[src/common/mem_pkg.sv]
package mem_pkg;

    // address and data width
    localparam int XLEN = 32;

    // byte lanes per word
    localparam int STRB_W = XLEN / 8;

    // low address bits below the word index
    localparam int WORD_LSB = 2;

    // csr address width, bit 3 picks cfg or addr
    localparam int CSR_AW = 4;

    typedef enum logic [1:0] {
        PMP_OFF   = 2'd0,
        PMP_TOR   = 2'd1,
        PMP_NA4   = 2'd2,
        PMP_NAPOT = 2'd3
    } pmp_mode_e;

    // one pmpcfg byte
    typedef struct packed {
        logic      l;
        logic [1:0] rsv;
        pmp_mode_e a;
        logic      x;
        logic      w;
        logic      r;
    } pmp_cfg_t;

    typedef enum logic [1:0] {
        PRV_U = 2'd0,
        PRV_M = 2'd3
    } prv_e;

    typedef enum logic [1:0] {
        BAD_NONE = 2'd0,
        BAD_PMP  = 2'd1,
        BAD_BUS  = 2'd2
    } bad_e;

    // data port command
    typedef struct packed {
        logic [XLEN-1:0]   addr;
        logic              write;
        logic [STRB_W-1:0] strb;
        logic [XLEN-1:0]   wdata;
    } core_req_t;

    // response back to the core
    typedef struct packed {
        logic            valid;
        logic [XLEN-1:0] rdata;
        bad_e            bad;
    } core_rsp_t;

endpackage

[src/hdl/mem_arb.sv]
module mem_arb #(
    parameter int  SRAM_DEPTH = 1024,
    localparam int AW         = $clog2(SRAM_DEPTH)
) (
    input  logic                          clk,
    input  logic                          rst,

    input  logic                          i_req,
    input  logic [mem_pkg::XLEN-1:0]      i_addr,
    input  logic                          i_allow,
    output logic                          i_busy,

    input  logic                          d_req,
    input  mem_pkg::core_req_t            d_cmd,
    input  logic                          d_allow,

    output mem_pkg::core_rsp_t            i_rsp,
    output mem_pkg::core_rsp_t            d_rsp,

    output logic                          sram_cs,
    output logic                          sram_we,
    output logic [AW-1:0]                 sram_addr,
    output logic [mem_pkg::STRB_W-1:0]    sram_strb,
    output logic [mem_pkg::XLEN-1:0]      sram_wdata,
    input  logic [mem_pkg::XLEN-1:0]      sram_rdata
);

logic                     i_acc;
logic                     acc;
logic [mem_pkg::XLEN-1:0] sel_addr;
logic                     sel_write;
logic                     sel_allow;
logic                     in_range;
mem_pkg::bad_e            bad;

logic                     rsp_i_vld;
logic                     rsp_d_vld;
mem_pkg::bad_e            rsp_bad;
logic                     rsp_rd;
logic [mem_pkg::XLEN-1:0] rsp_rdata;

// data port always wins
assign i_busy = d_req;
assign i_acc  = i_req && !d_req;
assign acc    = d_req || i_acc;

always_comb begin
    if (d_req) begin
        sel_addr  = d_cmd.addr;
        sel_write = d_cmd.write;
        sel_allow = d_allow;
    end else begin
        sel_addr  = i_addr;
        sel_write = 1'b0;
        sel_allow = i_allow;
    end
end

assign in_range = {{mem_pkg::WORD_LSB{1'b0}}, sel_addr[mem_pkg::XLEN-1:mem_pkg::WORD_LSB]}
                < mem_pkg::XLEN'(SRAM_DEPTH);

// pmp takes precedence over the range check
always_comb begin
    if (!sel_allow) begin
        bad = mem_pkg::BAD_PMP;
    end else if (!in_range) begin
        bad = mem_pkg::BAD_BUS;
    end else begin
        bad = mem_pkg::BAD_NONE;
    end
end

assign sram_cs    = acc && (bad == mem_pkg::BAD_NONE);
assign sram_we    = sram_cs && sel_write;
assign sram_addr  = sel_addr[mem_pkg::WORD_LSB +: AW];
assign sram_strb  = d_cmd.strb;
assign sram_wdata = d_cmd.wdata;

always_ff @(posedge clk) begin
    if (rst) begin
        rsp_i_vld <= 1'b0;
        rsp_d_vld <= 1'b0;
    end else begin
        rsp_i_vld <= i_acc;
        rsp_d_vld <= d_req;
    end
end

always_ff @(posedge clk) begin
    if (acc) begin
        rsp_bad <= bad;
        rsp_rd  <= !sel_write;
    end
end

// faults and writes return zero
assign rsp_rdata = (rsp_rd && rsp_bad == mem_pkg::BAD_NONE) ? sram_rdata : '0;

assign i_rsp = '{valid: rsp_i_vld, rdata: rsp_rdata, bad: rsp_bad};
assign d_rsp = '{valid: rsp_d_vld, rdata: rsp_rdata, bad: rsp_bad};

endmodule

[config.mk]
export PLATFORM = sky130hd
export DESIGN_NAME = mem_arb
export DESIGN_NICKNAME = d
export VERILOG_FILES = /design/src/common/mem_pkg.sv /design/src/hdl/mem_arb.sv
export SDC_FILE = /design/constraint.sdc
export NUM_CORES = 1
export LEC_CHECK = 0
export BUFFER_PORTS_ARGS = -buffer_cell sky130_fd_sc_hd__buf_4
export CORE_AREA = 4 4 98 100
export DETAILED_ROUTE_END_ITERATION = 10
export DIE_AREA = 0 0 102 104
export PLACE_DENSITY = 0.6
export SETUP_SLACK_MARGIN = 0.4
export SYNTH_ARGS = -nofsm -noshare
export SYNTH_HDL_FRONTEND = slang
export SYNTH_SLANG_ARGS = --single-unit
[constraint.sdc]
create_clock -name clk -period 1.9 [get_ports clk]
set_clock_uncertainty 0.15 [all_clocks]
set_input_delay 0.38 -clock clk [delete_from_list [all_inputs] [get_ports clk]]
set_output_delay 0.38 -clock clk [all_outputs]
set_load 0.005 [all_outputs]
After elaboration in Yosys (flattened, before gate mapping). Index checks and enable logic that the tools add are counted.

Bits in registers: 5. Latch bits: 0. Bits in writable memories: 0. Memory bits (read-only): 0. Input bits: 139. Memories kept: 0.

Add/sub/neg operators: 0. Multiply operators: 0. Divide/modulo/power cells: 0. $lt $le $gt $ge: 1. Equal/unequal tests: 0. Shift operators: 0. Muxes and demuxes: 6. Bitwise gates (word level): 0. Reductions and logical operators: 9.

Operator list (count): two-way mux 32 bit (2); < comparator 30 x 11 -> 1 bit, second input constant (1); logical AND 1 bit (4); zero test 2 bit (2); two-way mux 2 bit (2); zero test 1 bit (2); two-way mux 1 bit (2); logical OR 1 bit (1).

Longest topological paths before layout.
Depth in word-level cells: 7. Gate-level depth with buffers: 4.

Worst setup path after synthesis. OpenSTA, ideal clock, no wires.

Path type: input-to-output. From: in d_req. To: out sram_cs. Arrival time: 1573 ps. Data required time: 1370 ps. Path slack: -203 ps. Stages: 4. Path buffers: 1. Path through: buf_6 > or4b_1 > or4_4 > a21oi_1.

Cells in the longest elaborated chain, start to end: 6.

Ends and longest elaborated chain: start, declared (RTL line mem_arb.sv:13) `input logic d_req,`; two-way mux 32 bit (RTL line mem_arb.sv:48) `if (d_req) begin`; < comparator 30 x 11 -> 1 bit (RTL line mem_arb.sv:60) `< mem_pkg::XLEN'(SRAM_DEPTH);`; two-way mux 2 bit (RTL line mem_arb.sv:66) `end else if (!in_range) begin`; two-way mux 2 bit (RTL line mem_arb.sv:64) `if (!sel_allow) begin`; zero test 2 bit (RTL line mem_arb.sv:73) `assign sram_cs = acc && (bad == mem_pkg::BAD_NONE);`; logical AND 1 bit (*) (RTL line mem_arb.sv:73); end, declared (RTL line mem_arb.sv:20) `output logic sram_cs,`.

Mark *: on every way between the ends. The rest lies on a longest branch, timed or not.

Worst setup path after layout.
From: in i_addr[30] in the netlist's numbering. To: out sram_we.

Cells in the longest elaborated chain, start to end: 7.

Ends and longest elaborated chain: start, declared (RTL line mem_arb.sv:9) `input logic [mem_pkg::XLEN-1:0] i_addr,`; two-way mux 32 bit (RTL line mem_arb.sv:48); < comparator 30 x 11 -> 1 bit (RTL line mem_arb.sv:60); two-way mux 2 bit (RTL line mem_arb.sv:66); two-way mux 2 bit (RTL line mem_arb.sv:64); zero test 2 bit (RTL line mem_arb.sv:73); logical AND 1 bit (RTL line mem_arb.sv:73); logical AND 1 bit (RTL line mem_arb.sv:74) `assign sram_we = sram_cs && sel_write;`; end, declared (RTL line mem_arb.sv:21) `output logic sram_we,`.

No other way between the ends.

==> results_dict.tcl <==
set metrics [dict create \
    status "finished, violations left" \
    violations "setup timing" \
    p_seq_share_pct 13.4 \
    netlist.top_cell.by_area "buf_4" \
    hold-worst-slack_ns 0.1763 \
    whs_path_depth 2 \
    clkPwrFrac_pct 19.4 \
    synthCells 150 \
    avgViaCountPerCell 3.822 \
    dp_hpwl_mm 4.224 \
    die_height_um 104 \
    cp_slowest_stage_delay_ns 0.52 \
    grt_pass1_vias 1535 \
    syn_nets 289 \
    layout_setup_ws_ns -0.4019 \
    critPathKind "input port to output pin" \
    synth_edf_count 3 \
    cp_top_family "simple AND/OR/NAND/NOR gates" \
    root_buffer "clkbuf_8" \
    ys_seq_area_share_pct 10.98 \
    vias 1456 \
    clock_sinks 5 \
    cts_hold_buf 0 \
    numPortBuffers 181 \
    synthDistinctLibCells 22 \
    cp.arrival_ns 1.77 \
    holdPathEnd "rsp_d_vld$_SDFF_PP0_" \
    grt_start_max_net_pins 19 \
    synth_top_area_share_pct 46.25 \
    num_rows 34 \
    die_w_um 102 \
    p_int_w 0.0007463 \
    setup_viol 66 \
    htree_levels 1 \
    max_freq_ghz 0.4344 \
    synthFlopType "edfxtp_1" \
    cp_cell_sequence "buf_6 -> or4_4 -> or4_4 -> a21oi_2 -> buf_4" \
    place_area_sq_um 2265 \
    pwr-share-comb_pct 67.2 \
    slew_violations 0 \
    post-route-period-util_pct 121.2 \
    dp_slack_ns -0.4129 \
    fin_crit_ns 2.302 \
    crit_path_end_kind "output pin" \
    drc_errors 0 \
    final_cells 381 \
    synth_common_cells "buf_4 (73), and2_1 (32), mux2_2 (10)" \
    wl_per_cell_um 14.51 \
    clkTransAtPathRegs_ns 0.03 \
    powerDensity_nw_per_um2 346.8 \
    worstSetupStartpointType "input port" \
    p_switching_w 0.0002474 \
    switching_share_pct 24.90 \
    core_sq_um 8678 \
    synth_most_common_cell "buf_4" \
    syn_to_final_growth_pct 141.8 \
    routed_wirelength_mm 5.529 \
    crit_buf_inv 2 \
    cts_buffers 3 \
    fin_area_sq_um 2865 \
    synth_area_leaders "buf_4 (46%), and2_1 (17%), mux2_2 (9.5%), edfxtp_1 (7.6%), dfxtp_1 (3.4%)" \
    max-slew-margin-rel_pct 82.84 \
    grt_pass1_wl_mm 7.741 \
    gr-total-overflow 0 \
    synth_area_sq_um 1185 \
    yosysWarnings 0 \
    place_congestion 0.7387 \
    antenna_cells 0 \
    total_power_w 0.0009937 \
    cts_buffer_depth 2 \
    async_reset_ff_share_pct 0 \
    tritoncts "done" \
    drive_gt1_share_pct 91.21 \
    placed_cells 367 \
    first_pass_iters 2 \
    holdCritPathClass "input port to flip-flop" \
    drt-initial-drc-count 8 \
    synth-seq-cells 5 \
    crit_path_frequent_cell "or4_4" \
    synth.avg_cell_area_sq_um 7.899 \
    cp_slowest_cell "or4_4" \
    crit_fanout 3 \
    finalHoldViolCount 0 \
    rsz0062_at_grt "true" \
    tightest_slew_ns 0.2551 \
    ios 258 \
    grt_antenna_before_repair 0 \
    min_from "rst" \
    vdd_drop_max_v 0.0001717 \
    p_leak_nw 1.442 \
    initial_core_util_pct 13.65 \
    postRouteAntennaNets 0 \
    critPathRequiredTime_ns 1.37 \
    finalNetCount 413 \
    grtUsageTotal_pct 9.188 \
    dieArea_sq_um 10610 \
    maxCapViolCount 0 \
]
[power by group through the flow]
| stage | Clock [W] | Sequential (W) | Combinational, W |
|---|---|---|---|
| after floorplan | 0 | 0.000132 | 0.000290 |
| after detailed placement | 0 | 0.000134 | 0.000484 |
| final | 0.000193 | 0.000133 | 0.000668 |
| after CTS | 0.000201 | 0.000132 | 0.000654 |
| after global placement | 0 | 0.000133 | 0.000481 |
| after global routing | 0.000205 | 0.000134 | 0.000715 |
[what timing repair did]
action,CTS,global route
cloned,3,0
endpoints found under the setup margin,77,81
hold endpoints to repair,0,0
gates resized for setup,92,16
pin swaps,25,31
buffers inserted,6,1
[through the flow]
stage	util, %	setup TNS (ns)
2_1_floorplan	-	-0.4314
3_3_place_gp	26.10	-0.9752
3_5_place_dp	26.10	-1.044
4_1_cts	32.24	-6.965
5_1_grt	33.02	-11.24
6_report	33.02	-6.997
[layout make-up]
| type | instances | area (sq um) |
|---|---|---|
| Sequential cell | 5 | 130.1 |
| Tap cell | 108 | 135.1 |
| Fill cell | 886 | 5813 |
| Timing Repair Buffer | 197 | 1931 |
| Multi-Input combinational cell | 67 | 624.3 |
| Clock buffer | 4 | 45.04 |
[layer usage]
layer,vias to the layer above,wire length [um],global-route usage (%)
met3,5,807,3.890
met5,-,0,0
met2,140,2945,17.04
met1,642,1724,9.263
li1,669,-,-
met4,0,52,2.249
[kinds of logic (layout without fill, tap and decap cells)]
group                  Yosys count  in the layout  synth area share (%)
muxes                           11             11                 10.35
DFF                              5              5                 10.98
buffers and inverters           78            201                 48.47
AOI/OAI and AO/OA                2              2                0.8448
and+or+nand+nor                 54             54                 29.36
[state kept, by name, indices dropped and copies added (netlist names)]
name and cells:
rsp_rd 1, rsp_bad 2, rsp_d_vld 1, rsp_i_vld 1
[layout by cell type, fill, tap and decap left out]
cell      instances
buf_4           100
buf_6            89
and2_4           32
mux2_4           10
nor4_1            6
buf_12            4
or4_4             3
clkbuf_8          3
buf_16            3
edfxtp_1          3
nor3_1            2
nand4_1           2
a21oi_2           2
dfxtp_1           2
nor3b_4           1
mux2i_1           1
or4b_1            1
and3b_1           1
or2_2             1
nand2b_1          1
nand2_1           1
nand3_1           1
nor3b_1           1
nor2b_1           1
clkbuf_1          1
buf_8             1
[worst max path at each step]
| stage | startpoint | to | slack, ns | depth (start not counted) |
|---|---|---|---|---|
| detailed placement | i_addr[30] | sram_cs | -0.41 | 5 |
| global route | i_addr[30] | sram_we | -0.47 | 5 |
| CTS | i_addr[30] | sram_cs | -0.40 | 5 |
| global placement | i_addr[30] | sram_we | -0.38 | 5 |
| floorplan | i_addr[30] | sram_cs | -0.18 | 3 |
| finish | i_addr[30] | sram_we | -0.40 | 5 |
(Power assumes the default switching activity.)
