[src/common/mem_pkg.sv]
package mem_pkg;

    // address and data width
    localparam int XLEN = 32;

    // byte lanes per word
    localparam int STRB_W = XLEN / 8;

    // low address bits below the word index
    localparam int WORD_LSB = 2;

    // csr address width, bit 3 picks cfg or addr
    localparam int CSR_AW = 4;

    typedef enum logic [1:0] {
        PMP_OFF   = 2'd0,
        PMP_TOR   = 2'd1,
        PMP_NA4   = 2'd2,
        PMP_NAPOT = 2'd3
    } pmp_mode_e;

    // one pmpcfg byte
    typedef struct packed {
        logic      l;
        logic [1:0] rsv;
        pmp_mode_e a;
        logic      x;
        logic      w;
        logic      r;
    } pmp_cfg_t;

    typedef enum logic [1:0] {
        PRV_U = 2'd0,
        PRV_M = 2'd3
    } prv_e;

    typedef enum logic [1:0] {
        BAD_NONE = 2'd0,
        BAD_PMP  = 2'd1,
        BAD_BUS  = 2'd2
    } bad_e;

    // data port command
    typedef struct packed {
        logic [XLEN-1:0]   addr;
        logic              write;
        logic [STRB_W-1:0] strb;
        logic [XLEN-1:0]   wdata;
    } core_req_t;

    // response back to the core
    typedef struct packed {
        logic            valid;
        logic [XLEN-1:0] rdata;
        bad_e            bad;
    } core_rsp_t;

endpackage

[src/pmp/pmp_csr.sv]
module pmp_csr #(
    parameter int PMP_ENTRIES = 4
) (
    input  logic                              clk,
    input  logic                              rst,

    input  logic                              csr_we,
    input  logic [mem_pkg::CSR_AW-1:0]        csr_addr,
    input  logic [mem_pkg::XLEN-1:0]          csr_wdata,
    output logic [mem_pkg::XLEN-1:0]          csr_rdata,

    output mem_pkg::pmp_cfg_t                 pmp_cfg  [PMP_ENTRIES],
    output logic [mem_pkg::XLEN-1:0]          pmp_addr [PMP_ENTRIES]
);

logic [PMP_ENTRIES-1:0] tor_lock;
mem_pkg::pmp_cfg_t      cfg_wr;

// pmpaddr i is frozen by a locked TOR entry i+1
always_comb begin
    tor_lock = '0;
    for (int i = 1; i < PMP_ENTRIES; i++) begin
        tor_lock[i-1] = pmp_cfg[i].l && (pmp_cfg[i].a == mem_pkg::PMP_TOR);
    end
end

// reserved bits always read zero
always_comb begin
    cfg_wr     = mem_pkg::pmp_cfg_t'(csr_wdata[7:0]);
    cfg_wr.rsv = 2'b00;
end

always_ff @(posedge clk) begin
    if (rst) begin
        for (int i = 0; i < PMP_ENTRIES; i++) begin
            pmp_cfg[i]  <= '0;
            pmp_addr[i] <= '0;
        end
    end else if (csr_we) begin
        for (int i = 0; i < PMP_ENTRIES; i++) begin
            if (csr_addr[2:0] == 3'(i) && !pmp_cfg[i].l) begin
                if (!csr_addr[3]) begin
                    pmp_cfg[i] <= cfg_wr;
                end else if (!tor_lock[i]) begin
                    pmp_addr[i] <= csr_wdata;
                end
            end
        end
    end
end

// unimplemented entries read as zero
always_comb begin
    csr_rdata = '0;
    for (int i = 0; i < PMP_ENTRIES; i++) begin
        if (csr_addr[2:0] == 3'(i)) begin
            if (csr_addr[3]) begin
                csr_rdata = pmp_addr[i];
            end else begin
                csr_rdata = {{(mem_pkg::XLEN - 8){1'b0}}, pmp_cfg[i]};
            end
        end
    end
end

endmodule

[config.mk]
export PLATFORM = sky130hd
export DESIGN_NAME = pmp_csr
export DESIGN_NICKNAME = d
export VERILOG_FILES = /design/src/common/mem_pkg.sv /design/src/pmp/pmp_csr.sv
export SDC_FILE = /design/constraint.sdc
export NUM_CORES = 1
export LEC_CHECK = 0
export ABC_AREA = 0
export BUFFER_PORTS_ARGS = -buffer_cell sky130_fd_sc_hd__clkbuf_2
export CAP_MARGIN = 20
export CORE_MARGIN = 2
export CORE_UTILIZATION = 52
export CTS_CLUSTER_DIAMETER = 30
export DETAILED_ROUTE_END_ITERATION = 7
export MAX_ROUTING_LAYER = met4
export PLACE_DENSITY = 0.93
export SLEW_MARGIN = 20
export SYNTH_ARGS = -nofsm -noshare
export SYNTH_HDL_FRONTEND = slang
export SYNTH_SLANG_ARGS = --single-unit
[constraint.sdc]
create_clock -name clk -period 1.6 [get_ports clk]
set_input_delay 0.24 -clock clk [delete_from_list [all_inputs] [get_ports clk]]
set_output_delay 0.24 -clock clk [all_outputs]
set_load 0.01 [all_outputs]
# Yosys cells after proc, flatten, opt, wreduce, memory -nomap -nowiden
# Cells that the tools add are included.
dict set report op_classes {
  n_addsub 0
  multipliers 0
  n_div 0
  order_cmp 0
  eq_ne 6
  n_shift 0
  mux 8
  bitwise 4
  n_reduce_logical 20
}
# cell n
set op_table {}
lappend op_table {{2-to-1 mux 32 bit} 8}
lappend op_table {{AND reduction 3 bit} 5}
lappend op_table {{AND reduction 4 bit} 3}
lappend op_table {{logical AND 1 bit} 7}
lappend op_table {{== test 2 x 1 -> 1 bit (second input constant)} 3}
lappend op_table {{== test 3 x 2 -> 1 bit (second input constant)} 2}
lappend op_table {{logical NOT 1 bit} 4}
lappend op_table {{inverter 1 bit} 4}
lappend op_table {{== test 3 x 1 -> 1 bit (second input constant)} 1}
lappend op_table {{logical NOT 3 bit} 1}
dict set report word_totals {
  ff_bits 152
  latch_bits 0
  ramBits 0
  mem_bits_ro 0
  in_bits 39
  out_inout_bits 192
  wordCells 62
  memories 0
}

# Logic depth before layout (Yosys ltp)
# Gate-level depths: netlist (run 1).
dict set report logic_depth {
  depth_word 5
  depth_mapped 6
  ltp_nobuf 3
}

# Worst setup path before layout (run 1)
# OpenSTA, ideal clock, no wires.
dict set report synth_timing {
  path_type {input port to output port}
  start {in csr_addr[0] (netlist bit)}
  end {out csr_rdata[7] (netlist bit)}
  arrival_time_ns 1.410
  t_required_ns 1.360
  setup_slack_ns -0.050
  cell_stages 5
  path_buffers 2
  cell_sequence {buf_2 -> buf_2 -> nor3b_1 -> a22oi_1 -> a21oi_1}
}
dict set report synth_between {
  elab_chain_len 5
  word_cells_on_any_way 8
  cone_classes {eq/ne (3); mux (4); reduce/logical (1)}
}
# item line
set synth_lines {}
lappend synth_lines {{from (decl)} pmp_csr.sv:8} ;# input logic [mem_pkg::CSR_AW-1:0] csr_addr,
lappend synth_lines {{logical NOT 3 bit} pmp_csr.sv:56} ;# if (csr_addr[2:0] == 3'(i)) begin
lappend synth_lines {{2-to-1 mux 32 bit (3 in a row)} pmp_csr.sv:56}
lappend synth_lines {{2-to-1 mux 32 bit *} pmp_csr.sv:56}
lappend synth_lines {{to (decl)} pmp_csr.sv:10} ;# output logic [mem_pkg::XLEN-1:0] csr_rdata,
# Mark *: on every way between the ends. The rest lies on a longest branch, timed or not.

# Worst setup path in the final report (run 1)
dict set report layout_timing {
  start {reg pmp_cfg[2] (netlist bit)}
  end {out csr_rdata[2] (netlist bit)}
}
dict set report layout_between {
  elab_chain_len 2
}
# item line
set layout_lines {}
lappend layout_lines {{from (decl)} pmp_csr.sv:12} ;# output mem_pkg::pmp_cfg_t pmp_cfg [PMP_ENTRIES],
lappend layout_lines {{from (signal, indexed assignment)} pmp_csr.sv:43} ;# pmp_cfg[i] <= cfg_wr;
lappend layout_lines {{2-to-1 mux 32 bit} pmp_csr.sv:57} ;# if (csr_addr[3]) begin
lappend layout_lines {{2-to-1 mux 32 bit} pmp_csr.sv:56}
# Every way passes these cells.

==> results.ini, run 1 <==
[worst_setup_path]
worst-path-buf-inv=1
crit_arrival_ns=1.59
required_ns=1.36
startpoint_type=register
cp_cell_sequence=mux2_4 > a221oi_2 > a21oi_2 > clkbuf_2
reg2reg_depth=3
worstReg2RegStart=pmp_cfg[31]
path_max_fanout=2
reg2reg_to=pmp_cfg[24]
crit_slowest_cell=dfxtp_2
reg2reg_slack_ns=0.01
worst_setup_path_end_kind=output pin
cp_top_family=compound AO/OA/AOI/OAI gates
cp_slowest_stage_delay_ns=0.33
worst-setup-path-type=reg -> out

[synthesis]
syn-mean-instance-area_um2=9.48
syn_area_um2=7360
synth-seq-area-share=0.414
ys_types=32
ys_async_sr_fraction=0
synthCells=776
synth_edf_count=0
yosys_warnings=0
synth_ff_type=dfxtp_1
ys_ff_latch=152

[sta]
fin_skew_ns=0.0107
relSlewSlack=0.416
tns_ns=-1.16
setup_ws_ns=-0.226
final-max-slew-violation-count=0
hold_viol=0
setup_viol=8
layout_min_cycle_time_ns=1.83
finalCritPeriodShare=1.14
rsz0062_at_grt=yes
clock.fmax_ghz=0.548
hold_ws_ns=0.0682
worstMarginPinSlew_ns=0.869

[clocking]
clkTransAtPathRegs_ns=0.06
clk_latency_ns=0.42
clockBufferDepth=2
cts_tree=built
numCtsBuffers=17
h-tree-depth=4
clock_sinks=152
cts_root_buffer=clkbuf_16

[power]
power_switching_share=0.247
clkPwrFrac=0.447
pwr-share-comb=0.112
leakage_uw=0.00450
p_per_area_nw_per_um2=890
switching_power_uw=2170
sequentialPowerShare=0.442
power.total_uw=8790
cellInternalPower_uw=6620
ir_worst_vdd_mv=0.702

[routing]
vias=7347
wl_um=24800
wl_per_cell_um=20.6
antenna_left=0
via_per_inst=6.11
drc=0
firstDrtPassIters=5
drt-initial-drc-count=625

[min_path]
hp-class=in -> reg
hold_depth=3
min-delay-start=csr_wdata[29]
holdPathEnd=pmp_addr[29]

[layout]
syn_to_final_growth_pct=34.3
instances_no_fill=1202
num-fill-cells=949
drive_above_1_share=0.381
nets=1048
fin_area_um2=9880
diodes=0

[place]
io_buffers=222
gp_congestion=0.923
dp.cells=1162
dpl_cell_area_um2=8910
hpwl_um=15700

[global_routing]
grt-ovfl-total=0
grt_usage=0.327
grt_max_degree=117
antenna_found_initial=0
grt_pass1_vias=6915
grt_pass1_wl_um=37000

[status]
outcome=complete, but fails checks
failed_checks=negative setup slack

[floorplanning]
die_h_um=123
ios=231
core_um2=13800
die_x_um=123
fp-row-count=43
start_util=0.532
dieArea_um2=15100

[flow_run]
maxCapViolations=0

## synth_stat cells (all sizes together), types with 3 or more instances
cell type  count  area, µm²
dfxtp        152       3040
nand2b       131        820
mux2i        122       1220
a21oi         84        420
o21ai         58        290
nand3         52        260
clkbuf        45        169
buf           33        235
o221ai        26        228
mux2          24        270
a221oi         6       52.6
a22oi          6       45.0
nor2           6       22.5
and3b          5       43.8
a31oi          4       25.0
nand3b         4       33.8
nor3b          4       35.0
or3b           3       26.3
## state kept, by name, summed over array words and instances (netlist names)
signal / count
pmp_cfg: 24
pmp_addr: 128
## layout make-up
| class | instances | area [µm²] | share of cell area |
|---|---|---|---|
| flip-flops and latches | 152 | 3060 | 0.309 |
| clock inverters | 12 | 124 | 0.0125 |
| multi-input cells | 552 | 4140 | 0.419 |
| repair buffers | 285 | 1880 | 0.190 |
| well taps | 180 | 225 | 0.0228 |
| inverters | 1 | 3.75 | 0.000380 |
| clock buffers | 20 | 457 | 0.0462 |
## metal layers
metal  up-vias  global-route usage  share of wire
met3       109              0.0655          0.072
met2       452               0.533           0.48
met4         0               0.153          0.044
met5         -                   -              0
li1       3252                   -              -
met1      3534               0.390           0.41
## worst max path at each step
stage	start	endpoint	slack (ns)	cells past startpoint
final	pmp_cfg[2]	csr_rdata[2]	-0.23	4
after global routing	pmp_cfg[7]	csr_rdata[7]	-0.29	5
after CTS	pmp_cfg[7]	csr_rdata[7]	-0.20	5
after detailed placement	csr_addr[3]	csr_rdata[28]	-0.09	7
after global placement	csr_addr[1]	csr_rdata[7]	-0.07	7
after floorplan	csr_addr[0]	csr_rdata[11]	-0.04	6
## power by group through the flow
stage | registers [µW] | logic (µW) | clock network, µW
2_1_floorplan | 3970 | 491 | 0
3_3_place_gp | 3960 | 845 | 0
3_5_place_dp | 3960 | 863 | 0
4_1_cts | 3880 | 930 | 3940
5_1_grt | 3890 | 1030 | 4130
6_report | 3880 | 981 | 3920
## cell usage in the layout (no fill, tap or decap), drive strengths merged, types with 2 or more instances in the layout
cell	count
clkbuf	232
dfxtp	152
nand2b	131
mux2i	122
a21oi	84
buf	73
o21ai	58
nand3	52
o221ai	26
mux2	24
conb	8
nor2	6
a221oi	6
a22oi	6
clkinv	5
and3b	5
a31oi	4
clkinvlp	4
nand3b	4
nor3b	4
or3b	3
nor4	2
bufinv	2
inv	2
nand4b	2
or4	2
## stage by stage
stage          utilization  setup WS (ns)
2_1_floorplan            -        -0.0445
3_3_place_gp         0.645        -0.0737
3_5_place_dp         0.645        -0.0924
4_1_cts              0.706         -0.205
5_1_grt              0.714         -0.291
6_report             0.714         -0.226
## cells by family after synthesis
kind of cell    synth area share
compound gates             0.144
buf+inv                   0.0555
flops                      0.414
mux                        0.203
other cells             0.000510
simple gates               0.183
## worst register-to-register path: stages, from the launching register on
cell     delay (ns)
dfxtp_1        0.38
nor3_1         0.74
nand3_1        0.21
a21oi_1        0.19
## what timing repair did
action                     in CTS  in global routing
setup endpoints to repair      29                 41
pin swaps                       6                  2
cloned                          2                  2
gates resized for setup        51                 30
hold buffers                    0                  0
buffers inserted                6                  2
(Power assumes the default switching activity.)
==> run 2, diff against run 1 <==
--- a/config.mk
+++ b/config.mk
@@ -9,11 +9,11 @@
 export BUFFER_PORTS_ARGS = -buffer_cell sky130_fd_sc_hd__clkbuf_2
 export CAP_MARGIN = 20
 export CORE_MARGIN = 2
-export CORE_UTILIZATION = 52
+export CORE_UTILIZATION = 40
 export CTS_CLUSTER_DIAMETER = 30
 export DETAILED_ROUTE_END_ITERATION = 7
 export MAX_ROUTING_LAYER = met4
-export PLACE_DENSITY = 0.93
+export PLACE_DENSITY = 0.77
 export SLEW_MARGIN = 20
 export SYNTH_ARGS = -nofsm -noshare
 export SYNTH_HDL_FRONTEND = slang
==> run 2 against run 1 <==
  * First-iteration DRC count shrank 13%
  * Core utilization shrank 17 points
  * The run still ends with negative setup slack left
  * Flip-flop and latch count is the same
  * Sequential power is essentially flat
  * Critical path depth grew 1
  * Clock skew shrank 0.0052 ns
  * Clock power grew 6.4%
  * Via count shrank 5.2%
==> results.ini, run 2 (synthesis results as in run 1) <==
[layout]
nets=1059  ; +1.0%
syn_to_final_growth_pct=34.5
final_core_util=0.549  ; -0.166
largest_reg_flops=128  ; unchanged
largest_register=pmp_addr
diodes=0  ; unchanged
drive_above_1_share=0.366  ; -0.0147
layout_commonest_cell=clkbuf_2
reg_top3=pmp_addr x128, pmp_cfg x24
layout_common_cells=clkbuf_2, dfxtp_1, nand2b_1

[clocking]
cts.hold.buffers_added=0  ; unchanged
cts_tree=built
clkTransAtPathRegs_ns=0.06  ; about the same
clk_latency_ns=0.41  ; about the same
h-tree-depth=4  ; unchanged
numCtsBuffers=17  ; unchanged
cts_root_buffer=clkbuf_16
clock_sinks=152  ; unchanged
clockBufferDepth=2  ; unchanged

[sta]
rsz0062_at_grt=yes
setup_ws_ns=-0.232  ; -0.00666 ns
setup_viol=6  ; -2
layout_min_cycle_time_ns=1.83  ; +0.00666 ns
hold_ws_ns=0.0716  ; +0.00338 ns
final-max-slew-violation-count=0  ; unchanged
clock.fmax_ghz=0.546  ; -0.36%
hold_viol=0  ; unchanged
fin_skew_ns=0.00545  ; -0.00521 ns
finalCritPeriodShare=1.15  ; +0.00416

[worst_setup_path]
path_max_fanout=2  ; unchanged
startpoint_type=register
worst-setup-path-type=reg -> out
crit_arrival_ns=1.59  ; about the same
worst_setup_path_end_kind=output pin
required_ns=1.36  ; about the same

[power]
power.total_uw=8980  ; +2.2%
p_per_area_nw_per_um2=908  ; +2.1%
ir_worst_vdd_mv=0.705  ; +0.47%
leakage_uw=0.00453  ; +0.66%

[routing]
drc=0  ; unchanged
route.met3.wl_um=1390  ; -22%
antenna_left=0  ; unchanged
highest_layer=met4
met1Wirelength_um=10300  ; +2.1%
drt-initial-drc-count=546  ; -13%
wl_met2_um=11100  ; -5.9%
wl_um=23300  ; -6.1%
firstDrtPassIters=5  ; unchanged
wl_per_cell_um=18.5  ; -11%
vias=6967  ; -5.2%
via_per_inst=5.52  ; -9.7%

[place]
io_buffers=222  ; unchanged
dp_slack_ns=-0.112  ; -0.0196 ns
hpwl_um=16200  ; +3.1%
gp_congestion=0.915  ; -0.82%

[min_path]
hp-class=in -> reg

[global_routing]
antenna_found_initial=0  ; unchanged
grt_pass1_wl_um=36500  ; -1.1%
grt_max_degree=81  ; -31%
grt_usage=0.240  ; -0.0871
grt-ovfl-total=0  ; unchanged
grt_pass1_vias=6684  ; -3.3%

[status]
outcome=complete, but fails checks
failed_checks=negative setup slack

[floorplanning]
dieArea_um2=19500  ; +29%
die_x_um=140  ; +14%
start_util=0.408  ; -0.124
die_h_um=140  ; +14%
core_um2=18000  ; +30%
ios=231  ; unchanged
fp-row-count=49  ; +14%

[flow_run]
maxCapViolations=0  ; unchanged

[run 2: path summary, 6_finish.rpt]
path	cells past startpoint	start	slack, ns	end
max	5	pmp_cfg[3]	-0.23	csr_rdata[3]
min	3	csr_wdata[19]	0.07	pmp_addr[19]
max reg2reg	5	pmp_cfg[15]	0.05	pmp_addr[87]
min reg2reg	2	pmp_addr[62]	0.49	pmp_addr[62]
[run 2: layout make-up]
| class | count | area (µm²) |
|---|---|---|
| flip-flops and latches | 152 | 3050 |
| clock buffers | 19 | 443 |
| multi-input cells | 552 | 4010 |
| inverters | 1 | 3.75 |
| clock inverters | 13 | 168 |
| fillers | 1614 | 8130 |
| well taps | 229 | 287 |
| repair buffers | 296 | 1930 |
[run 2: per-layer routing]
layer  vias to the layer above  global-route usage
met5                         -                   -
met4                         0              0.0774
met3                        35              0.0351
met2                       315               0.381
met1                      3358               0.317
li1                       3259                   -
[run 2: metrics by stage]
stage / cells / setup TNS (ns) / cell area, µm²
floorplan: 783 / -0.889 / 7390
global placement: 1223 / -2.00 / 9090
detailed placement: 1223 / -3.59 / 9090
CTS: 1260 / -1.27 / 9820
global route: 1262 / -1.61 / 9890
finish: 1262 / -1.17 / 9890
[run 2: worst max-delay path: stages (launching register included)]
cell	delay (ns)
dfxtp_2	0.32
buf_6	0.11
mux2_4	0.28
a221oi_2	0.24
a21oi_1	0.08
buf_2	0.15
[run 2: what timing repair did]
item | CTS | global route
gates cloned | 1 | 1
pin swaps | 5 | 4
gates resized for setup | 17 | 26
hold endpoints to repair | 0 | 0
buffers inserted | 4 | 1
setup endpoints to repair | 33 | 52
[run 2: power by group]
part	switching [µW]	internal (µW)	total (µW)
clock network	1650	2520	4170
logic	532	403	934
registers	43.5	3830	3880
total	2230	6750	8980
