## src/common/mem_pkg.sv

```systemverilog
package mem_pkg;

    // address and data width
    localparam int XLEN = 32;

    // byte lanes per word
    localparam int STRB_W = XLEN / 8;

    // low address bits below the word index
    localparam int WORD_LSB = 2;

    // csr address width, bit 3 picks cfg or addr
    localparam int CSR_AW = 4;

    typedef enum logic [1:0] {
        PMP_OFF   = 2'd0,
        PMP_TOR   = 2'd1,
        PMP_NA4   = 2'd2,
        PMP_NAPOT = 2'd3
    } pmp_mode_e;

    // one pmpcfg byte
    typedef struct packed {
        logic      l;
        logic [1:0] rsv;
        pmp_mode_e a;
        logic      x;
        logic      w;
        logic      r;
    } pmp_cfg_t;

    typedef enum logic [1:0] {
        PRV_U = 2'd0,
        PRV_M = 2'd3
    } prv_e;

    typedef enum logic [1:0] {
        BAD_NONE = 2'd0,
        BAD_PMP  = 2'd1,
        BAD_BUS  = 2'd2
    } bad_e;

    // data port command
    typedef struct packed {
        logic [XLEN-1:0]   addr;
        logic              write;
        logic [STRB_W-1:0] strb;
        logic [XLEN-1:0]   wdata;
    } core_req_t;

    // response back to the core
    typedef struct packed {
        logic            valid;
        logic [XLEN-1:0] rdata;
        bad_e            bad;
    } core_rsp_t;

endpackage

```

## src/pmp/pmp_check.sv

```systemverilog
module pmp_check #(
    parameter int PMP_ENTRIES = 4,
    parameter bit FETCH       = 1'b0
) (
    input  mem_pkg::pmp_cfg_t        pmp_cfg  [PMP_ENTRIES],
    input  logic [mem_pkg::XLEN-1:0] pmp_addr [PMP_ENTRIES],
    input  mem_pkg::prv_e            prv,
    input  logic [mem_pkg::XLEN-1:0] addr,
    input  logic                     write,
    output logic                     allow
);

logic [mem_pkg::XLEN-1:0] word;
logic [PMP_ENTRIES-1:0]   match;
logic                     hit;
mem_pkg::pmp_cfg_t        hit_cfg;
logic                     perm;

// word index, same scale as pmpaddr
assign word = {{mem_pkg::WORD_LSB{1'b0}}, addr[mem_pkg::XLEN-1:mem_pkg::WORD_LSB]};

for (genvar i = 0; i < PMP_ENTRIES; i++) begin : g_entry
    logic [mem_pkg::XLEN-1:0] lo;
    logic [mem_pkg::XLEN-1:0] care;

    // TOR base is the previous entry, or zero for entry 0
    if (i == 0) begin : g_first
        assign lo = '0;
    end else begin : g_rest
        assign lo = pmp_addr[i-1];
    end

    // trailing ones plus the bit above them are don't-care
    assign care = ~(pmp_addr[i] ^ (pmp_addr[i] + 1'b1));

    always_comb begin
        case (pmp_cfg[i].a)
            mem_pkg::PMP_TOR: begin
                match[i] = (word >= lo) && (word < pmp_addr[i]);
            end
            mem_pkg::PMP_NA4: begin
                match[i] = (word == pmp_addr[i]);
            end
            mem_pkg::PMP_NAPOT: begin
                match[i] = ((word ^ pmp_addr[i]) & care) == '0;
            end
            default: begin
                match[i] = 1'b0;
            end
        endcase
    end
end

// lowest index wins, so scan downwards
always_comb begin
    hit     = 1'b0;
    hit_cfg = '0;
    for (int i = PMP_ENTRIES - 1; i >= 0; i--) begin
        if (match[i]) begin
            hit     = 1'b1;
            hit_cfg = pmp_cfg[i];
        end
    end
end

always_comb begin
    if (FETCH) begin
        perm = hit_cfg.x;
    end else if (write) begin
        perm = hit_cfg.w;
    end else begin
        perm = hit_cfg.r;
    end
end

// M mode only bound by locked entries
always_comb begin
    if (!hit) begin
        allow = (prv == mem_pkg::PRV_M);
    end else if (prv == mem_pkg::PRV_M) begin
        allow = !hit_cfg.l || perm;
    end else begin
        allow = perm;
    end
end

endmodule

```

## config.mk

```make
export PLATFORM = sky130hd
export DESIGN_NAME = pmp_check
export DESIGN_NICKNAME = d
export VERILOG_FILES = /design/src/common/mem_pkg.sv /design/src/pmp/pmp_check.sv
export SDC_FILE = /design/constraint.sdc
export NUM_CORES = 1
export LEC_CHECK = 0
export BUFFER_PORTS_ARGS = -buffer_cell sky130_fd_sc_hd__buf_2
export CAP_MARGIN = 15
export CELL_PAD_IN_SITES_DETAIL_PLACEMENT = 1
export CELL_PAD_IN_SITES_GLOBAL_PLACEMENT = 1
export CORE_MARGIN = 5
export CORE_UTILIZATION = 34
export DETAILED_ROUTE_END_ITERATION = 8
export MAX_ROUTING_LAYER = met4
export PLACE_DENSITY_LB_ADDON = 0.1
export SYNTH_ARGS = -nofsm -noshare
export SYNTH_HDL_FRONTEND = slang
export SYNTH_SLANG_ARGS = --single-unit
```

## constraint.sdc

```tcl
create_clock -name vclk -period 5.2
set_clock_uncertainty 0.05 [all_clocks]
set_input_delay 1.04 -clock vclk [all_inputs]
set_output_delay 1.04 -clock vclk [all_outputs]
set_load 0.03 [all_outputs]
```

=== Word level (Yosys, flattened, before mapping) ===
Index checks and enable logic that the tools add are counted.

* $add $sub $neg: 4
* Bitwise operators: 16
* Multiplexer cells: 15
* Reduce and logical (&&, ||, !) cells: 10
* $lt $le $gt $ge: 8
* Eq/ne operators: 17

{| class="wikitable"
|+ Operators with widths
! cell !! number
|-
| adder 32 x 1 -> 32 bit, second input constant || 4
|-
| AND 32 bit || 4
|-
| equality test 30 x 32 -> 1 bit || 4
|-
| logical NOT 32 bit || 4
|-
| less-than comparator 30 x 32 -> 1 bit || 4
|-
| NOT 32 bit || 4
|-
| bitwise XOR 30 x 32 -> 32 bit || 4
|-
| bitwise XOR 32 bit || 4
|-
| greater-or-equal comparator 30 x 32 -> 1 bit || 3
|-
| two-way mux 8 bit || 4
|-
| greater-or-equal comparator 30 x 1 -> 1 bit, second input constant || 1
|-
| equality test 2 bit, second input constant || 9
|-
| case mux 1 bit (3 select lines) || 4
|-
| equality test 2 x 1 -> 1 bit, second input constant || 4
|-
| two-way mux 1 bit || 7
|-
| logical AND 1 bit || 4
|-
| logical NOT 1 bit || 1
|-
| logical OR 1 bit || 1
|}

* Logic and storage cells: 70
* Output and inout bits: 1
* Bits in registers: 0
* Bits of input ports: 195

=== Depth between registers and ports, before layout ===
Gate-level depths: netlist of the first run.

* Word-level depth: 14
* Mapped depth: 13
* Gate-level depth less buffers: 12

=== Worst setup path before layout of the first run ===
No wires, ideal clock.

* Path type: in2out
* Start point: input port pmp_addr[51] (netlist name)
* End point: output port allow
* Buffers on the path: 0
* Arrival time: 3814 ps
* Setup slack: 296 ps
* Data required time: 4110 ps
* Stages on the path: 12
* Path through: inv_1 ha_1 o211ai_1 or4_1 or4_1 nor4_2 nand3_1 o32ai_2 or2_1 o311a_1 o21bai_1 a31oi_1

* Word-level cells in the longest chain between the ends: 13
* Elaborated cells on any way between the ends: 26
* Those cells by class: add/sub (1); order compare (2); eq/ne (1); mux (13); bitwise (4); reduce/logical (5)

{| class="wikitable"
|+ RTL lines
! item !! RTL line !! RTL
|-
| start, declared || pmp_check.sv:6 || <nowiki>input logic [mem_pkg::XLEN-1:0] pmp_addr [PMP_ENTRIES],</nowiki>
|-
| adder 32 x 1 -> 32 bit || pmp_check.sv:34 || <nowiki>assign care = ~(pmp_addr[i] ^ (pmp_addr[i] + 1'b1));</nowiki>
|-
| bitwise XOR 32 bit || pmp_check.sv:34 ||
|-
| NOT 32 bit || pmp_check.sv:34 ||
|-
| AND 32 bit || pmp_check.sv:45 || <nowiki>match[i] = ((word ^ pmp_addr[i]) & care) == '0;</nowiki>
|-
| logical NOT 32 bit || pmp_check.sv:45 ||
|-
| case mux 1 bit (3 select lines) || pmp_check.sv:37 || <nowiki>case (pmp_cfg[i].a)</nowiki>
|-
| two-way mux 8 bit (3 in series) || pmp_check.sv:59 || <nowiki>if (match[i]) begin</nowiki>
|-
| two-way mux 1 bit or logical NOT 1 bit (tied branches) || pmp_check.sv:69, pmp_check.sv:81 ||
|-
| logical OR 1 bit || pmp_check.sv:81 || <nowiki>allow = !hit_cfg.l || perm;</nowiki>
|-
| two-way mux 1 bit || pmp_check.sv:80 || <nowiki>end else if (prv == mem_pkg::PRV_M) begin</nowiki>
|-
| two-way mux 1 bit * || pmp_check.sv:78 || <nowiki>if (!hit) begin</nowiki>
|-
| end, declared || pmp_check.sv:10 || <nowiki>output logic allow</nowiki>
|}

Mark *: on every way between the ends. The rest lies on a longest branch, timed or not.

=== Worst setup path after layout of the first run ===
* Start point: input port addr[20] (netlist name)
* End point: output port allow

* Word-level cells in the longest chain between the ends: 12
* Elaborated cells on any way between the ends: 45
* Those cells by class: order compare (8); eq/ne (4); mux (15); bitwise (8); reduce/logical (10)

{| class="wikitable"
|+ RTL lines
! item !! RTL line !! RTL
|-
| start, declared || pmp_check.sv:8 || <nowiki>input logic [mem_pkg::XLEN-1:0] addr,</nowiki>
|-
| parallel branches: the longest is 11 deep, another holds greater-or-equal comparator 30 x 32 -> 1 bit || - ||
|-
| two-way mux 1 bit * || pmp_check.sv:78 ||
|}

Every way passes the cells marked *.

==> results of run 1 <==
==> repair_timing <==
| item | CTS | global route |
|---|---|---|
| pin swaps | 0 | 13 |
| setup endpoints to repair | 1 | 1 |
| gates resized for setup | 6 | 27 |
| buffers inserted | 0 | 2 |
| gates cloned | 0 | 0 |
==> power breakdown <==
group / internal (W) / switching, W
logic: 0.000230 / 0.000302
clock network: 0 / 0
registers: 0 / 0
total: 0.000230 / 0.000302
==> final cells by class <==
type,count,area (um2)
fillers,1960,7965
inverters,127,479.2
multi-input cells,599,4596
repair buffers,217,1209
well taps,184,230.2
==> tightest hold or removal path, delay by kind of cell <==
kind	cells	cell delay [ns]
AOI/OAI and AO/OA	2	0.12
and+or+nand+nor	1	0.08
buffers and inverters	2	0.23
==> worst paths after layout <==
kind,endpoint,cells after the start
max,allow,14
min,allow,5
==> placed cells by master (no fill, tap or decap), types with 3 or more instances in the layout <==
master	count
buf_2	176
inv_1	123
ha_1	120
a21oi_1	80
nand4_1	39
buf_4	38
nand2_1	35
a31oi_1	35
nand3_1	29
nor2_1	28
nor4_1	27
and3_1	19
nor3_1	18
o21ai_0	17
and4_1	16
a21o_1	15
a41oi_1	12
o211ai_1	7
and2_1	7
o22ai_1	7
o21a_1	5
a2111oi_0	4
or3_1	4
or4_1	4
ha_4	4
inv_2	3
nor2b_1	3
a221oi_1	3
a32oi_1	3
a21oi_2	3
or4_4	3
xor2_1	3
==> per-layer routing <==
| layer | track usage | share of wire | wire, um | vias to the layer above |
|---|---|---|---|---|
| li1 | - | - | - | 3265 |
| met1 | 0.3492 | 0.47 | 10770 | 3212 |
| met4 | 0.03371 | 0.017 | 383 | 0 |
| met3 | 0.01453 | 0.044 | 1014 | 26 |
| met2 | 0.4303 | 0.47 | 10820 | 205 |
| met5 | - | 0 | 0 | - |
==> cells by family (layout without fill, tap and decap cells) <==
family | after synthesis | in the layout | synth area share
and+or+nand+nor | 247 | 247 | 0.2874
buffers and inverters | 135 | 344 | 0.1033
adders and majority gates | 124 | 124 | 0.3093
muxes | 4 | 4 | 0.008481
AOI/OAI and AO/OA | 221 | 221 | 0.2864
xor gates and xnor gates | 3 | 3 | 0.005239
==> stage by stage <==
step           hold slack, ns    util
6_report                2.462  0.4499
5_1_grt                 2.526  0.4499
4_1_cts                 2.465  0.4406
3_5_place_dp            2.470  0.4395
3_3_place_gp            2.470  0.4395
2_1_floorplan           2.298       -
==> results.py, run 1 <==
metrics = {
    "grt": {
        "grt_first_pass_wirelength_um": 35980,
        "grt_overflow_total": 0,
        "first_global_vias": 6855,
        "grt_usage": 0.2561,
        "grt_max_degree": 11,
        "antenna_found_initial": 0,
    },
    "setup_path": {
        "critPathArrivalTime_ns": 4.13,
        "startpoint_type": "primary input",
        "cpPeakStageDelay_ns": 0.57,
        "crit_path_top_delay_cell": "or4_4",
        "cp.buffers_inverters": 3,
        "path_cells": "buf_12 -> ha_4 -> a21oi_2 -> or4_4 -> or4_4 -> nor4_4 -> nand3_1 -> o32ai_2 -> buf_4 -> or2_4 -> o311a_1 -> o21bai_1 -> a31oi_1 -> buf_4",
        "crit_fanout": 4,
        "cp_top_family": "simple AND/OR/NAND/NOR gates",
        "critPathLaunch": "addr[20]",
        "end_kind": "primary output",
        "critPathKind": "primary input to primary output",
        "critPathRequiredTime_ns": 4.11,
    },
    "route": {
        "dr.pass1.iters": 5,
        "dr.first_iter.drc_count": 271,
        "drc": 0,
        "routedWlPerCell_um": 20.39,
        "wirelength_um": 22990,
        "via_per_inst": 5.952,
        "ant_nets": 0,
        "num_vias": 6708,
    },
    "job": {
        "max_cap_viol_count": 0,
    },
    "floorplan": {
        "rows": 44,
        "fp.dieArea_mm2": 0.01728,
        "die_y_um": 131.5,
        "core_mm2": 0.01448,
        "start_util": 0.3464,
        "die_x_um": 131.5,
        "ios": 196,
    },
    "logic_synthesis": {
        "yosysTopAreaCellShare": 0.3093,
        "syn_area_per_cell_um2": 6.834,
        "synth_nets": 1053,
        "yosysMostFrequentCell": "inv_1",
        "synth_common_cells": "127 x inv_1, 124 x ha_1, 83 x a21oi_1",
        "synth_cells": 734,
        "synth_cell_types": 65,
        "ys_seq_area_frac": 0,
        "ys_warn_count": 0,
        "synthTopCellsByArea": "ha_1 31%, inv_1 9.5%, a21oi_1 8.3%",
        "synthesis.area_mm2": 0.005016,
        "synth.largest_area_cell": "ha_1",
    },
    "timing": {
        "worstMarginPinSlew_ns": 0.5482,
        "fmax_mhz": 191.7,
        "setup-violations-final": 1,
        "max-slew-margin-rel": 0.6251,
        "final.min_clock_period_ns": 5.216,
        "setup_ws_ns": -0.01625,
        "final.setup.tns_ns": -0.01625,
        "rsz0062_at_grt": "yes",
        "slew_viol_final": 0,
        "min_period_over_period": 1.003,
        "final_hold_viol_count": 0,
    },
    "cells_and_area": {
        "area_growth_pct": 29.86,
        "stdcell_count": 1127,
        "final_area_mm2": 0.006514,
        "nFlopsAndLatches": 0,
        "n_antenna_cell": 0,
        "final_layout_size_suffix_gt1_frac": 0.2609,
        "clockBufferCount": 0,
        "nets": 1264,
        "seq_area_um2": 0,
    },
    "worst_hold_path": {
        "hold_path_class": "primary input to primary output",
        "worstHoldStart": "pmp_cfg[31]",
    },
    "power_and_ir_drop": {
        "leakagePower_nw": 3.431,
        "cellPowerDensity_mw_per_mm2": 81.75,
        "power_w": 0.0005325,
        "ir_worst_vdd_uv": 36.56,
    },
    "placement": {
        "place_ws_ns": -0.1564,
        "placed_area_mm2": 0.006364,
        "dp_hpwl_um": 20940,
        "gp_congestion": 0.9600,
        "dp_cells": 1125,
        "io_buffers": 182,
    },
    "outcome": {
        "violations": "setup timing",
        "status": "finished, violations left",
    },
    "clock_network": {
        "holdBufCountCts": 0,
    },
}
Note: power is estimated with default switching activity, not from simulation.
==> run 2: changes to the inputs <==
--- a/config.mk
+++ b/config.mk
@@ -14,6 +14,7 @@
 export DETAILED_ROUTE_END_ITERATION = 8
 export MAX_ROUTING_LAYER = met4
 export PLACE_DENSITY_LB_ADDON = 0.1
+export REMOVE_ABC_BUFFERS = 1
 export SYNTH_ARGS = -nofsm -noshare
 export SYNTH_HDL_FRONTEND = slang
 export SYNTH_SLANG_ARGS = --single-unit
==> run 2 against run 1 <==
The flow now finishes without violations; sequential cell count did not move; sequential share of layout area did not move; critical endpoint unchanged; global-route usage rose by 0.69 points; maximum frequency rose by 3.2%; routed wire length rose by 3.0%; largest power group unchanged; final cell count rose by 1.2%.
==> results.py, run 2 (synthesis results as in run 1) <==
metrics = {
    "outcome": {
        "status": "finished clean",
    },
    "power_and_ir_drop": {
        "ir_worst_vdd_uv": 38.79,
        "cellPowerDensity_mw_per_mm2": 83.10,
        "seq_power_share": 0,
        "p_clk_frac": 0,
        "p_comb_frac": 1.000,
        "netSwitchingFraction": 0.5680,
        "p_int_w": 0.0002386,
        "switchingPower_w": 0.0003137,
        "leakagePower_nw": 3.499,
    },
    "timing": {
        "fmax_mhz": 197.8,
        "slew_viol_final": 0,
        "max-slew-margin-rel": 0.5851,
        "final_hold_viol_count": 0,
        "setup_ws_ns": 0.1448,
        "worstMarginPinSlew_ns": 0.6167,
        "min_period_over_period": 0.9721,
        "setup-violations-final": 0,
        "final.min_clock_period_ns": 5.055,
    },
    "cells_and_area": {
        "layout_common_cells": "179 x buf_2, 125 x inv_1, 119 x ha_1",
        "final_common_cell": "buf_2",
        "num-fill-cells": 1949,
        "clockBufferCount": 0,
        "area_growth_pct": 32.50,
        "nets": 1278,
        "nFlopsAndLatches": 0,
        "seq_area_um2": 0,
        "final_layout_size_suffix_gt1_frac": 0.2717,
        "n_antenna_cell": 0,
        "stdcell_count": 1141,
    },
    "setup_path": {
        "crit_fanout": 3,
        "crit_path_top_delay_cell": "or4_4",
        "critPathKind": "primary input to primary output",
        "critPathRequiredTime_ns": 4.11,
        "cpPeakStageDelay_ns": 0.54,
        "cp_top_family": "compound AO/OA/AOI/OAI gates",
        "cp.buffers_inverters": 4,
        "end_kind": "primary output",
        "critPathArrivalTime_ns": 3.97,
        "path_cells": "buf_2 -> inv_1 -> ha_1 -> a21oi_2 -> or4_4 -> a2111oi_2 -> buf_4 -> nand4_1 -> o311ai_2 -> o221ai_2 -> o311ai_1 -> o21ai_1 -> a31oi_2 -> buf_6",
        "startpoint_type": "primary input",
    },
    "grt": {
        "grt_max_degree": 11,
        "antenna_found_initial": 2,
        "first_global_vias": 7067,
        "grt_first_pass_wirelength_um": 37090,
        "grt_overflow_total": 0,
        "grt_usage": 0.2631,
    },
    "floorplan": {
        "die_x_um": 131.5,
        "fp.dieArea_mm2": 0.01728,
        "ios": 196,
        "start_util": 0.3464,
        "die_y_um": 131.5,
        "rows": 44,
        "core_mm2": 0.01448,
    },
    "placement": {
        "io_buffers": 182,
        "gp_congestion": 0.9397,
        "dp_cells": 1139,
        "dp_hpwl_um": 21370,
        "place_ws_ns": -0.2343,
    },
    "route": {
        "ant_nets": 0,
        "dr.pass1.iters": 5,
        "drc": 0,
        "routedWlPerCell_um": 20.74,
        "num_vias": 6780,
        "wirelength_um": 23670,
        "dr.first_iter.drc_count": 349,
        "via_per_inst": 5.942,
    },
    "job": {
        "max_cap_viol_count": 0,
    },
    "worst_hold_path": {
        "hold_path_class": "primary input to primary output",
    },
}
[run 2: changes by cell type in the layout (fill, tap and decap cells not counted), sizes merged]
cell,delta
buf,+14
[run 2: power by group through the flow]
| stage | Combinational, W | Sequential, W | Clock (W) |
|---|---|---|---|
| detailed placement | 0.000525 | 0 | 0 |
| global placement | 0.000503 | 0 | 0 |
| global route | 0.000611 | 0 | 0 |
| CTS | 0.000538 | 0 | 0 |
| floorplan | 0.000280 | 0 | 0 |
| finish | 0.000552 | 0 | 0 |
[run 2: cell type report]
type                            instances  area (um2)  share of cell area
Inverter                              127       476.7             0.07172
Tap cell                              184       230.2             0.03464
Timing Repair Buffer                  231        1301              0.1958
Multi-Input combinational cell        599        4638              0.6979
[run 2: stage by stage]
step / instance area, um2 / util / setup TNS (ns) / total power, W / hold slack [ns]
after floorplan: 4975 / - / 0 / 0.0002799 / 2.298
after global placement: 6469 / 0.4468 / -0.2280 / 0.0005028 / 2.560
after detailed placement: 6469 / 0.4468 / -0.2343 / 0.0005245 / 2.564
after CTS: 6569 / 0.4537 / -0.008030 / 0.0005382 / 2.563
after global routing: 6646 / 0.4590 / -0.006656 / 0.0006105 / 2.602
final: 6646 / 0.4590 / 0 / 0.0005523 / 2.567
[run 2: timing repair]
action	CTS	global route
buffers inserted	1	1
resized for setup	20	9
endpoints found under the setup margin	1	1
hold buffers	0	0
pin swaps	12	11
hold endpoints to repair	0	0
[run 2: per-layer routing]
metal | GRT usage | up-vias | wire length (um)
li1 | - | 3288 | -
met1 | 0.3564 | 3253 | 11010
met2 | 0.4357 | 219 | 10960
met3 | 0.02408 | 20 | 1296
met4 | 0.03943 | 0 | 401
met5 | - | - | 0
[run 2: worst paths after layout]
kind | cells after the start | endpoint | slack, ns | startpoint
worst max-delay path | 14 | allow | 0.14 | pmp_addr[20]
worst min-delay path | 5 | allow | 2.57 | pmp_cfg[31]
[run 2: worst min-delay path, stage by stage]
cell,delay (ns)
buf_2,0.10
o21ai_0,0.08
nor2_1,0.13
a31oi_2,0.08
buf_6,0.14
